===== config.mk =====
export PLATFORM = sky130hd
export DESIGN_NAME = branchPredictor
export DESIGN_NICKNAME = d
export VERILOG_FILES = /design/src/hw/bpredPkg.sv /design/src/hw/branchPredictor.sv /design/src/hw/dirPredictor.sv /design/src/hw/instrClassDecode.sv /design/src/hw/returnStack.sv /design/src/hw/targetBuffer.sv
export SDC_FILE = /design/constraint.sdc
export NUM_CORES = 2
export LEC_CHECK = 0
export BUFFER_PORTS_ARGS = -buffer_cell sky130_fd_sc_hd__buf_2
export CAP_MARGIN = 20
export CELL_PAD_IN_SITES_DETAIL_PLACEMENT = 1
export CELL_PAD_IN_SITES_GLOBAL_PLACEMENT = 2
export CORE_ASPECT_RATIO = 0.9
export CORE_MARGIN = 2
export CORE_UTILIZATION = 47
export CTS_CLUSTER_SIZE = 40
export DETAILED_ROUTE_END_ITERATION = 7
export GPL_ROUTABILITY_DRIVEN = 0
export PLACE_DENSITY_LB_ADDON = 0.15
export SLEW_MARGIN = 5
export SYNTH_ARGS = -nofsm -noshare
export SYNTH_HDL_FRONTEND = slang
export SYNTH_HIERARCHICAL = 1
export SYNTH_SLANG_ARGS = --single-unit

===== constraint.sdc =====
create_clock -name clk -period 6.9 [get_ports clk]
set_input_delay 0 -clock clk [delete_from_list [all_inputs] [get_ports clk]]
set_output_delay 0 -clock clk [all_outputs]
set_load 0.005 [all_outputs]

===== src/hw/bpredPkg.sv =====
// RV32 only; class vectors are one-hot or zero and opcodes cover the base control-flow encodings
package bpredPkg;

  ////////////////////////////////////////
  // Address width
  ////////////////////////////////////////

  localparam int Xlen = 32;

  typedef logic [Xlen-1:0] pcT;

  ////////////////////////////////////////
  // Instruction class vector
  ////////////////////////////////////////

  // Bit positions inside the 4-bit class
  localparam int ClassCall   = 3;
  localparam int ClassReturn = 2;
  localparam int ClassJump   = 1;
  localparam int ClassBranch = 0;

  // Two-bit saturating direction counter
  // MSB set means predict taken
  typedef enum logic [1:0] {
    StrongNot   = 2'b00,
    WeakNot     = 2'b01,
    WeakTaken   = 2'b10,
    StrongTaken = 2'b11
  } counterT;

  // Major opcodes that change control flow
  // Everything else folds into OpOther
  typedef enum logic [6:0] {
    OpOther  = 7'b0000000,
    OpBranch = 7'b1100011,
    OpJalr   = 7'b1100111,
    OpJal    = 7'b1101111
  } opcodeT;

endpackage


===== src/hw/branchPredictor.sv =====
// Fall-through is always PCPlus4F since compressed code is unsupported; PCD must be the F successor
`timescale 1ns/1ps

module branchPredictor #(
  parameter int DirBits  = 6,
  parameter int BtbBits  = 4,
  parameter int RasDepth = 4
) (
  input  logic         clk,
  input  logic         rst,
  input  logic         StallF, StallD, StallE, StallM,
  input  logic         FlushD, FlushE, FlushM,
  input  logic [31:0]  InstrD,
  input  logic         InstrValidD, InstrValidE,
  input  bpredPkg::pcT PCNextF,
  input  bpredPkg::pcT PCPlus4F,
  input  bpredPkg::pcT PCF, PCD, PCE,
  input  logic         PCSrcE,
  input  bpredPkg::pcT IEUAdrE,
  input  bpredPkg::pcT PCLinkE,
  output bpredPkg::pcT PC1NextF,
  output logic         BPWrongE,
  output logic         BPWrongM, BPDirPredWrongM, BTAWrongM, ClassWrongM,
  output logic [3:0]   ClassM
);
  import bpredPkg::*;

  logic [3:0] ClassE;
  logic [3:0] BTBClassF;
  logic [3:0] predClassD;
  logic [3:0] predClassE;
  pcT         BPBTAF, RASPCF;
  pcT         BPPCF, PC0NextF, PCCorrectE;
  logic       PredReturnF, DirTakenF, BPPCSrcF;
  logic       DirWrongE, TargetWrongE, ClassWrongE, ReturnWrongD;

  ////////////////////////////////////////
  // Predictor blocks
  ////////////////////////////////////////

  instrClassDecode i_instrClassDecode (.clk, .rst, .StallD, .StallE, .StallM,
    .FlushD, .FlushE, .FlushM, .InstrD, .InstrValidD, .PredReturnF,
    .ClassD(), .ClassE, .ClassM, .ReturnWrongD);

  dirPredictor #(.DirBits(DirBits)) i_dirPredictor (.clk, .rst, .StallF, .StallD, .StallE,
    .FlushD, .FlushE, .PCNextF, .PCE, .BranchE(ClassE[ClassBranch]), .InstrValidE,
    .PCSrcE, .DirTakenF, .DirWrongE);

  targetBuffer #(.BtbBits(BtbBits)) i_targetBuffer (.clk, .rst, .StallF, .PCNextF, .PCF,
    .PCE, .IEUAdrE, .ClassE, .InstrValidE, .PCSrcE, .BPBTAF, .BTBClassF, .TargetWrongE);

  returnStack #(.RasDepth(RasDepth)) i_returnStack (.clk, .rst, .StallD, .PredReturnF,
    .ReturnWrongD, .CallE(ClassE[ClassCall]), .InstrValidE, .PCLinkE, .RASPCF);

  ////////////////////////////////////////
  // Next fetch address
  ////////////////////////////////////////

  assign PredReturnF = BTBClassF[ClassReturn];
  assign BPPCF       = PredReturnF ? RASPCF : BPBTAF;
  // Unconditional transfers always redirect, branches only when the counter says taken
  assign BPPCSrcF    = BTBClassF[ClassCall] | BTBClassF[ClassReturn] | BTBClassF[ClassJump]
                     | (BTBClassF[ClassBranch] & DirTakenF);
  assign PC0NextF    = BPPCSrcF ? BPPCF : PCPlus4F;

  // Resolved address of the E instruction
  assign PCCorrectE = PCSrcE ? IEUAdrE : PCLinkE;
  assign BPWrongE   = (PCCorrectE != PCD) & InstrValidE & InstrValidD;
  assign PC1NextF   = BPWrongE ? PCCorrectE : PC0NextF;

  // Class that F acted on, carried to E
  always_ff @(posedge clk) begin
    if (rst | FlushD)
      predClassD <= 4'b0000;
    else if (~StallD)
      predClassD <= BTBClassF;
  end

  always_ff @(posedge clk) begin
    if (rst | FlushE)
      predClassE <= 4'b0000;
    else if (~StallE)
      predClassE <= predClassD;
  end

  assign ClassWrongE = InstrValidE & (predClassE != ClassE);

  // M-stage report
  always_ff @(posedge clk) begin
    if (rst | FlushM) begin
      BPWrongM        <= 1'b0;
      BPDirPredWrongM <= 1'b0;
      BTAWrongM       <= 1'b0;
      ClassWrongM     <= 1'b0;
    end else if (~StallM) begin
      BPWrongM        <= BPWrongE;
      BPDirPredWrongM <= DirWrongE;
      BTAWrongM       <= TargetWrongE;
      ClassWrongM     <= ClassWrongE;
    end
  end

  // Direction report in M belongs to a branch decoded two stages earlier
  assert property (@(posedge clk) disable iff (rst) BPDirPredWrongM |-> ClassM[ClassBranch])
    else $error("Direction wrong reported for non-branch class %b", ClassM);

endmodule


===== src/hw/dirPredictor.sv =====
// Untagged table indexed by PC[DirBits+1:2]; aliased branches share and train one counter
`timescale 1ns/1ps

module dirPredictor #(
  parameter int DirBits = 6
) (
  input  logic         clk,
  input  logic         rst,
  input  logic         StallF, StallD, StallE,
  input  logic         FlushD, FlushE,
  input  bpredPkg::pcT PCNextF,
  input  bpredPkg::pcT PCE,
  input  logic         BranchE,
  input  logic         InstrValidE,
  input  logic         PCSrcE,
  output logic         DirTakenF,
  output logic         DirWrongE
);
  import bpredPkg::*;

  localparam int Entries = 1 << DirBits;

  counterT            ctrTable [Entries];
  counterT            ctrF;
  counterT            ctrNextE;
  logic [DirBits-1:0] idxNextF;
  logic [DirBits-1:0] idxE;
  logic               takenD;
  logic               takenE;
  logic               trainE;

  // Word index, low two bits are always zero
  assign idxNextF = PCNextF[DirBits+1:2];
  assign idxE     = PCE[DirBits+1:2];

  // Registered read, data lines up with PCF
  always_ff @(posedge clk) begin
    if (rst)
      ctrF <= WeakNot;
    else if (~StallF)
      ctrF <= ctrTable[idxNextF];
  end

  assign DirTakenF = ctrF[1];

  // Carry the prediction along so E can check it
  always_ff @(posedge clk) begin
    if (rst | FlushD)
      takenD <= 1'b0;
    else if (~StallD)
      takenD <= DirTakenF;
  end

  always_ff @(posedge clk) begin
    if (rst | FlushE)
      takenE <= 1'b0;
    else if (~StallE)
      takenE <= takenD;
  end

  assign DirWrongE = InstrValidE & BranchE & (takenE != PCSrcE);

  ////////////////////////////////////////
  // Training at E
  ////////////////////////////////////////

  assign trainE = InstrValidE & BranchE & ~StallE;

  // Step one state toward the outcome, saturating at both ends
  always_comb begin
    case (ctrTable[idxE])
      StrongNot:   ctrNextE = PCSrcE ? WeakNot     : StrongNot;
      WeakNot:     ctrNextE = PCSrcE ? WeakTaken   : StrongNot;
      WeakTaken:   ctrNextE = PCSrcE ? StrongTaken : WeakNot;
      StrongTaken: ctrNextE = PCSrcE ? StrongTaken : WeakTaken;
      default:     ctrNextE = WeakNot;
    endcase
  end

  always_ff @(posedge clk) begin
    if (rst) begin
      for (int i = 0; i < Entries; i++) begin
        ctrTable[i] <= WeakNot;
      end
    end else if (trainE) begin
      ctrTable[idxE] <= ctrNextE;
    end
  end

endmodule


===== src/hw/instrClassDecode.sv =====
// Decodes RV32 base encodings only; class registers follow stall and flush, flush winning
`timescale 1ns/1ps

module instrClassDecode (
  input  logic        clk,
  input  logic        rst,
  input  logic        StallD, StallE, StallM,
  input  logic        FlushD, FlushE, FlushM,
  input  logic [31:0] InstrD,
  input  logic        InstrValidD,
  input  logic        PredReturnF,
  output logic [3:0]  ClassD,
  output logic [3:0]  ClassE,
  output logic [3:0]  ClassM,
  output logic        ReturnWrongD
);
  import bpredPkg::*;

  opcodeT     opD;
  logic [4:0] rdD;
  logic [4:0] rs1D;
  logic       jumpOpD;
  logic       callD;
  logic       returnD;
  logic       predReturnD;

  ////////////////////////////////////////
  // D-stage decode
  ////////////////////////////////////////

  assign rdD  = InstrD[11:7];
  assign rs1D = InstrD[19:15];

  // Fold the opcode field onto the few encodings we care about
  always_comb begin
    case (InstrD[6:0])
      OpBranch: opD = OpBranch;
      OpJal:    opD = OpJal;
      OpJalr:   opD = OpJalr;
      default:  opD = OpOther;
    endcase
  end

  assign jumpOpD = (opD == OpJal) | (opD == OpJalr);
  // Link written to ra
  assign callD   = jumpOpD & (rdD == 5'd1);
  // jalr x0, 0(ra)
  assign returnD = (opD == OpJalr) & (rs1D == 5'd1) & (rdD == 5'd0);

  always_comb begin
    ClassD              = 4'b0000;
    ClassD[ClassCall]   = callD;
    ClassD[ClassReturn] = returnD;
    ClassD[ClassJump]   = jumpOpD & ~callD & ~returnD;
    ClassD[ClassBranch] = (opD == OpBranch);
  end

  ////////////////////////////////////////
  // Class pipe and return check
  ////////////////////////////////////////

  // F thought this was a return
  always_ff @(posedge clk) begin
    if (rst | FlushD)
      predReturnD <= 1'b0;
    else if (~StallD)
      predReturnD <= PredReturnF;
  end

  always_ff @(posedge clk) begin
    if (rst | FlushE)
      ClassE <= 4'b0000;
    else if (~StallE)
      ClassE <= ClassD;
  end

  always_ff @(posedge clk) begin
    if (rst | FlushM)
      ClassM <= 4'b0000;
    else if (~StallM)
      ClassM <= ClassE;
  end

  // Single pulse as the instruction leaves D, so the stack undoes one pop only
  assign ReturnWrongD = InstrValidD & predReturnD & ~returnD & ~StallD;

  assert property (@(posedge clk) disable iff (rst) $onehot0(ClassE))
    else $error("ClassE holds more than one class: %b", ClassE);

endmodule


===== src/hw/returnStack.sv =====
// Empty stack reads address zero; only one outstanding wrong pop can be undone, push not stall-gated
`timescale 1ns/1ps

module returnStack #(
  parameter int RasDepth = 4
) (
  input  logic         clk,
  input  logic         rst,
  input  logic         StallD,
  input  logic         PredReturnF,
  input  logic         ReturnWrongD,
  input  logic         CallE,
  input  logic         InstrValidE,
  input  bpredPkg::pcT PCLinkE,
  output bpredPkg::pcT RASPCF
);
  import bpredPkg::*;

  localparam int PtrBits = (RasDepth > 1) ? $clog2(RasDepth) : 1;
  localparam logic [PtrBits-1:0] LastPtr = PtrBits'(RasDepth - 1);

  pcT                 stackMem [RasDepth];
  logic [PtrBits-1:0] top;
  logic [PtrBits-1:0] baseTop;
  logic [PtrBits-1:0] nextTop;
  logic [PtrBits-1:0] writePtr;
  logic               popF;
  logic               pushE;

  // Circular pointer steps
  function automatic logic [PtrBits-1:0] incPtr(input logic [PtrBits-1:0] p);
    return (p == LastPtr) ? '0 : p + 1'b1;
  endfunction

  function automatic logic [PtrBits-1:0] decPtr(input logic [PtrBits-1:0] p);
    return (p == '0) ? LastPtr : p - 1'b1;
  endfunction

  assign popF  = PredReturnF & ~StallD;
  assign pushE = CallE & InstrValidE;

  // Undo the wrong pop before applying this cycle's push or pop
  assign baseTop = ReturnWrongD ? incPtr(top) : top;

  always_comb begin
    writePtr = incPtr(baseTop);
    nextTop  = baseTop;
    if (pushE & popF) begin
      // Replace top in place
      writePtr = baseTop;
    end else if (pushE) begin
      nextTop = incPtr(baseTop);
    end else if (popF) begin
      nextTop = decPtr(baseTop);
    end
  end

  always_ff @(posedge clk) begin
    if (rst)
      top <= LastPtr;
    else
      top <= nextTop;
  end

  // Oldest entry is overwritten once the pointer wraps
  always_ff @(posedge clk) begin
    if (rst) begin
      for (int i = 0; i < RasDepth; i++) begin
        stackMem[i] <= '0;
      end
    end else if (pushE) begin
      stackMem[writePtr] <= PCLinkE;
    end
  end

  assign RASPCF = stackMem[top];

  assert property (@(posedge clk) disable iff (rst) top <= LastPtr)
    else $error("Return stack pointer out of range: %0d", top);

endmodule


===== src/hw/targetBuffer.sv =====
// Target pipe to E advances on StallF, so F, D and E must stall together; no replacement policy
`timescale 1ns/1ps

module targetBuffer #(
  parameter int BtbBits = 4
) (
  input  logic         clk,
  input  logic         rst,
  input  logic         StallF,
  input  bpredPkg::pcT PCNextF,
  input  bpredPkg::pcT PCF,
  input  bpredPkg::pcT PCE,
  input  bpredPkg::pcT IEUAdrE,
  input  logic [3:0]   ClassE,
  input  logic         InstrValidE,
  input  logic         PCSrcE,
  output bpredPkg::pcT BPBTAF,
  output logic [3:0]   BTBClassF,
  output logic         TargetWrongE
);
  import bpredPkg::*;

  localparam int Entries = 1 << BtbBits;
  localparam int TagBits = Xlen - BtbBits - 2;

  logic               validMem  [Entries];
  logic [TagBits-1:0] tagMem    [Entries];
  pcT                 targetMem [Entries];
  logic [3:0]         classMem  [Entries];

  logic [BtbBits-1:0] idxNextF;
  logic [BtbBits-1:0] idxE;
  logic               validF;
  logic [TagBits-1:0] tagF;
  pcT                 targetF;
  logic [3:0]         classF;
  logic               hitF;
  pcT                 targetD;
  pcT                 targetE;
  logic               writeE;

  assign idxNextF = PCNextF[BtbBits+1:2];
  assign idxE     = PCE[BtbBits+1:2];

  ////////////////////////////////////////
  // Update from E
  ////////////////////////////////////////

  // Any taken control transfer installs or refreshes its entry
  assign writeE = InstrValidE & PCSrcE & (ClassE != 4'b0000);

  always_ff @(posedge clk) begin
    if (rst) begin
      for (int i = 0; i < Entries; i++) begin
        validMem[i] <= 1'b0;
      end
    end else if (writeE) begin
      validMem[idxE] <= 1'b1;
    end
  end

  always_ff @(posedge clk) begin
    if (writeE) begin
      tagMem[idxE]    <= PCE[Xlen-1:BtbBits+2];
      targetMem[idxE] <= IEUAdrE;
      classMem[idxE]  <= ClassE;
    end
  end

  ////////////////////////////////////////
  // Fetch lookup
  ////////////////////////////////////////

  always_ff @(posedge clk) begin
    if (rst)
      validF <= 1'b0;
    else if (~StallF)
      validF <= validMem[idxNextF];
  end

  always_ff @(posedge clk) begin
    if (~StallF) begin
      tagF    <= tagMem[idxNextF];
      targetF <= targetMem[idxNextF];
      classF  <= classMem[idxNextF];
    end
  end

  // Tag was read for PCNextF, checked against what is now PCF
  assign hitF      = validF & (tagF == PCF[Xlen-1:BtbBits+2]);
  assign BPBTAF    = targetF;
  assign BTBClassF = hitF ? classF : 4'b0000;

  // Predicted target follows the instruction to E, zero on a miss
  always_ff @(posedge clk) begin
    if (~StallF) begin
      targetD <= hitF ? targetF : '0;
      targetE <= targetD;
    end
  end

  // Returns are judged by the stack, not here
  assign TargetWrongE = writeE & ~ClassE[ClassReturn] & (targetE != IEUAdrE);

endmodule


==> metrics list <==
- The floorplan step set the die height to 339 um.
* Maximum root-to-sink buffer count: 3
- GRT busiest layer: met2
* Peak clock frequency supported by timing: 0.199 GHz
- The startpoint identified for the worst hold timing path is FlushD.
- STA puts the critical path data arrival time at 5510 ps.
- Sequential cells account for 52.8% of the total power.
- The initial antenna violation count came to 2.
* Sw Pwr: 0.00397 W
- The final critical path takes up 72.7% of the cycle.
- Hold Path Sink: predClassD[3]
- In the routed design, unresolved DRC markers number 0.
- M1 GR Usage: 32.8%
- Among all stages on the critical path, the largest delay is contributed by sky130_fd_sc_hd__or4_2.
* Clock tree from TritonCTS: done
- Power density relative to cell area: 269 mW/mm2
- The flow ran to the end, and the final reports show no timing, DRC or antenna violations.
- Kind of cell adding the most delay to the critical path: simple AND/OR/NAND/NOR gates
- Critical path endpoint category: flip-flop
* Count of H-tree levels built during CTS: 4
- Number of nets in the final layout: 3757
- Sink Count: 1417
- The max-slew violation count was 0.
- Max-capacitance violation count: 0
* Count of port buffers added during placement: 259
- Synthesized Nets: 3347
- Ordered list of cells on the worst path: xnor2_1 -> nand4_1 -> or4_2 -> nor3_2 -> buf_4 -> nor2b_1 -> nor2_1 -> a22oi_2 -> buf_4 -> nor2_1
- Across all setup checks in the final design, the least slack found is 1880 ps.
- Global-route usage over all layers: 25.0%
- The analysis attributes to cell leakage a power of 22.3 nW.
- Standard cell core area: 0.123 mm2
- Layout-stage area growth over the synthesis result: 15.0%
- Global routing used 3.48% of the available met3 tracks.
- Clock latency on the worst-skew pair: 780 ps
- Setup repair after global routing left no endpoint under its margin.
- TritonRoute pass-1 iters: 5
- The tightest min-delay check is of the input port to flip-flop type.
* Antenna Nets Post-Route: 0
- Cells with a size suffix above 1 make up 27.7% of the layout.
- Cells on worst reg2reg path: 10
- For this block, the via count after detailed routing is 31000.
- Largest stage delay on the critical path: 1110 ps
- Together, buffers and inverters on the worst path number 2.
- Worst clock skew: 37.8 ps
* Post-detailed-routing wire length: 157 mm
- The cell sitting at the root of the clock tree is a sky130_fd_sc_hd__clkbuf_16.
* Die ar.: 0.127 mm2
- Measured against its own limit, the worst slew margin works out to 25.3%.
- IO Count: 309
- Placement Rows: 122
- At the placement stage, the worst setup path has a slack of 1930 ps.
- Vias per cell: 5.94
- CTS clk-pin slew, worst paths: 60 ps
- In the final routed layout, each cell accounts on average for 30.1 um.
- A synthesized cell averages 19.0 um2.
- Setup violations remaining at the end of the flow were counted as 0.
- Power Internal: 0.0142 W
* Actual transition at the worst max-transition pin: 1120 ps
* Remaining global-route overflow: 0
* Number of warning messages in the yosys log: 6
* End of the worst register-to-register path: i_returnStack/stackMem[0][10]
* Switching power as a share of total power: 21.9%
* Data required, critical path: 7400 ps
- Worst Hold Margin: 72.6 ps
- Of all nets on the critical path, the largest fanout is 36.
- Once detailed placement completed, the half-perimeter wirelength came to 91.6 mm.
- The worst-case IR drop observed on VDD is 0.000252 V.
- Logic pwr share: 5.7%
- The final hold violation count was 0.
- In this run the critical register-to-register path is launched from i_targetBuffer/tagF[23].
- Time the worst path needs with I/O delays and setup: 5020 ps
* Final total power: 0.0181 W
* DRC marker count from the first detailed-route iteration: 2511
* Via count of the first global-routing pass: 34000
- In this run the cell area of the synthesized design comes to 0.0585 mm2.
- Critical setup path kind: flip-flop to flip-flop
- Width of the die: 376 um
* Total number of cells along the worst setup path: 10
- The first global-routing pass estimated 231 mm of wire.
* Pin count of the biggest net entering global routing: 122
- After clock tree synthesis, the repair step resized 0 gates.
* CP startpoint kind: flip-flop
- The worst hold path was traced through 3 stages.
* Part of the power in the clock network: 41.5%
- Across all register-to-register paths, the minimum setup slack is 1880 ps.
* Number of buffers added by the clock tree synthesis step: 145
- The initial utilization of the core area, before any placement, comes to 47.5%.
- Met2 routing resource usage after global routing: 43.6%
- Cell count after synthesis: 3078
- 0 antenna diodes ended up in the layout.
- In the final timing run, aggregate negative setup slack is 0 ps.
[area by class of cell]
cell class / count / area [um2]
clock buffer: 191 / 3840
clock inverter: 68 / 662
multi-input combinational: 1397 / 15100
timing repair buffer: 452 / 3210
sequential: 1417 / 42100
tap: 1612 / 2020
inverter: 75 / 287
fill: 11000 / 55900
[metrics by stage]
| stage | utilization [%] | instances | cell area [um2] |
|---|---|---|---|
| 6_report | 54.6 | 5212 | 67300 |
| 5_1_grt | 54.6 | 5212 | 67300 |
| 4_1_cts | 54.6 | 5209 | 67200 |
| 3_5_place_dp | 49.9 | 4826 | 61500 |
| 3_3_place_gp | 49.9 | 4825 | 61400 |
| 2_1_floorplan | - | 3078 | 58500 |
[layout by cell type (no fill, tap or decap), drive strengths merged, types with 14 or more instances in the layout]
cell type    count
edfxtp        1374
mux4           372
buf            327
nor2           217
clkbuf         192
mux2i          128
dlygate4sd3    124
nor3           116
nand2           91
inv             83
xnor2           80
nand3           55
a21oi           50
clkinv          49
dfxtp           43
o21bai          34
nand2b          23
or2             21
nor4            21
nand4           17
xor2            15
nor2b           15
mux2            14
[power groups by stage]
stage	clock (W)	combinational (W)	sequential, W
final	0.00752	0.00104	0.00957
after global routing	0.00796	0.00111	0.00957
after CTS	0.00767	0.00105	0.00957
after detailed placement	0	0.000992	0.00975
after global placement	0	0.000964	0.00974
after floorplan	0	0.000605	0.00972
[flip-flops by register name, indices dropped and copies added (netlist names), 16 cells and up]
register and count:
i_dirPredictor/ctrTable 128, i_targetBuffer/BPBTAF 32, i_returnStack/stackMem 128, i_targetBuffer/targetD 32, i_targetBuffer/validMem 16, i_targetBuffer/tagMem 416
i_targetBuffer/targetMem 512, i_targetBuffer/classMem 64, i_targetBuffer/targetE 32, i_targetBuffer/tagF 26
[worst max path at each step]
stage                                       from                            end  slack [ps]
floorplan           i_instrClassDecode/ClassE[3]  i_targetBuffer/classMem[3][0]        1040
global placement         i_targetBuffer/tagF[23]  i_returnStack/stackMem[0][25]        2040
detailed placement       i_targetBuffer/tagF[23]  i_returnStack/stackMem[1][15]        1930
CTS                      i_targetBuffer/tagF[23]                    PC1NextF[5]        1820
global route             i_targetBuffer/tagF[23]  i_returnStack/stackMem[0][12]        1530
finish                   i_targetBuffer/tagF[23]  i_returnStack/stackMem[0][10]        1880
[layer usage]
layer	vias up	part of all wire (%)	wire length, um
li1	13200	-	-
met1	16700	41	64100
met2	870	53	82400
met3	220	4.3	6730
met4	2	2.2	3530
met5	-	0.010	16
[what timing repair did]
| item | in CTS | in global routing |
|---|---|---|
| hold buffers | 124 | 0 |
| endpoints found under the hold margin | 1108 | 0 |
| setup buffers | 0 | 0 |
[tightest hold or removal path, stage by stage]
cell and delay [ps]:
sky130_fd_sc_hd__dlygate4sd3_1 520, sky130_fd_sc_hd__buf_2 180, sky130_fd_sc_hd__nor3_1 70
Power figures use the tool's default switching activity.
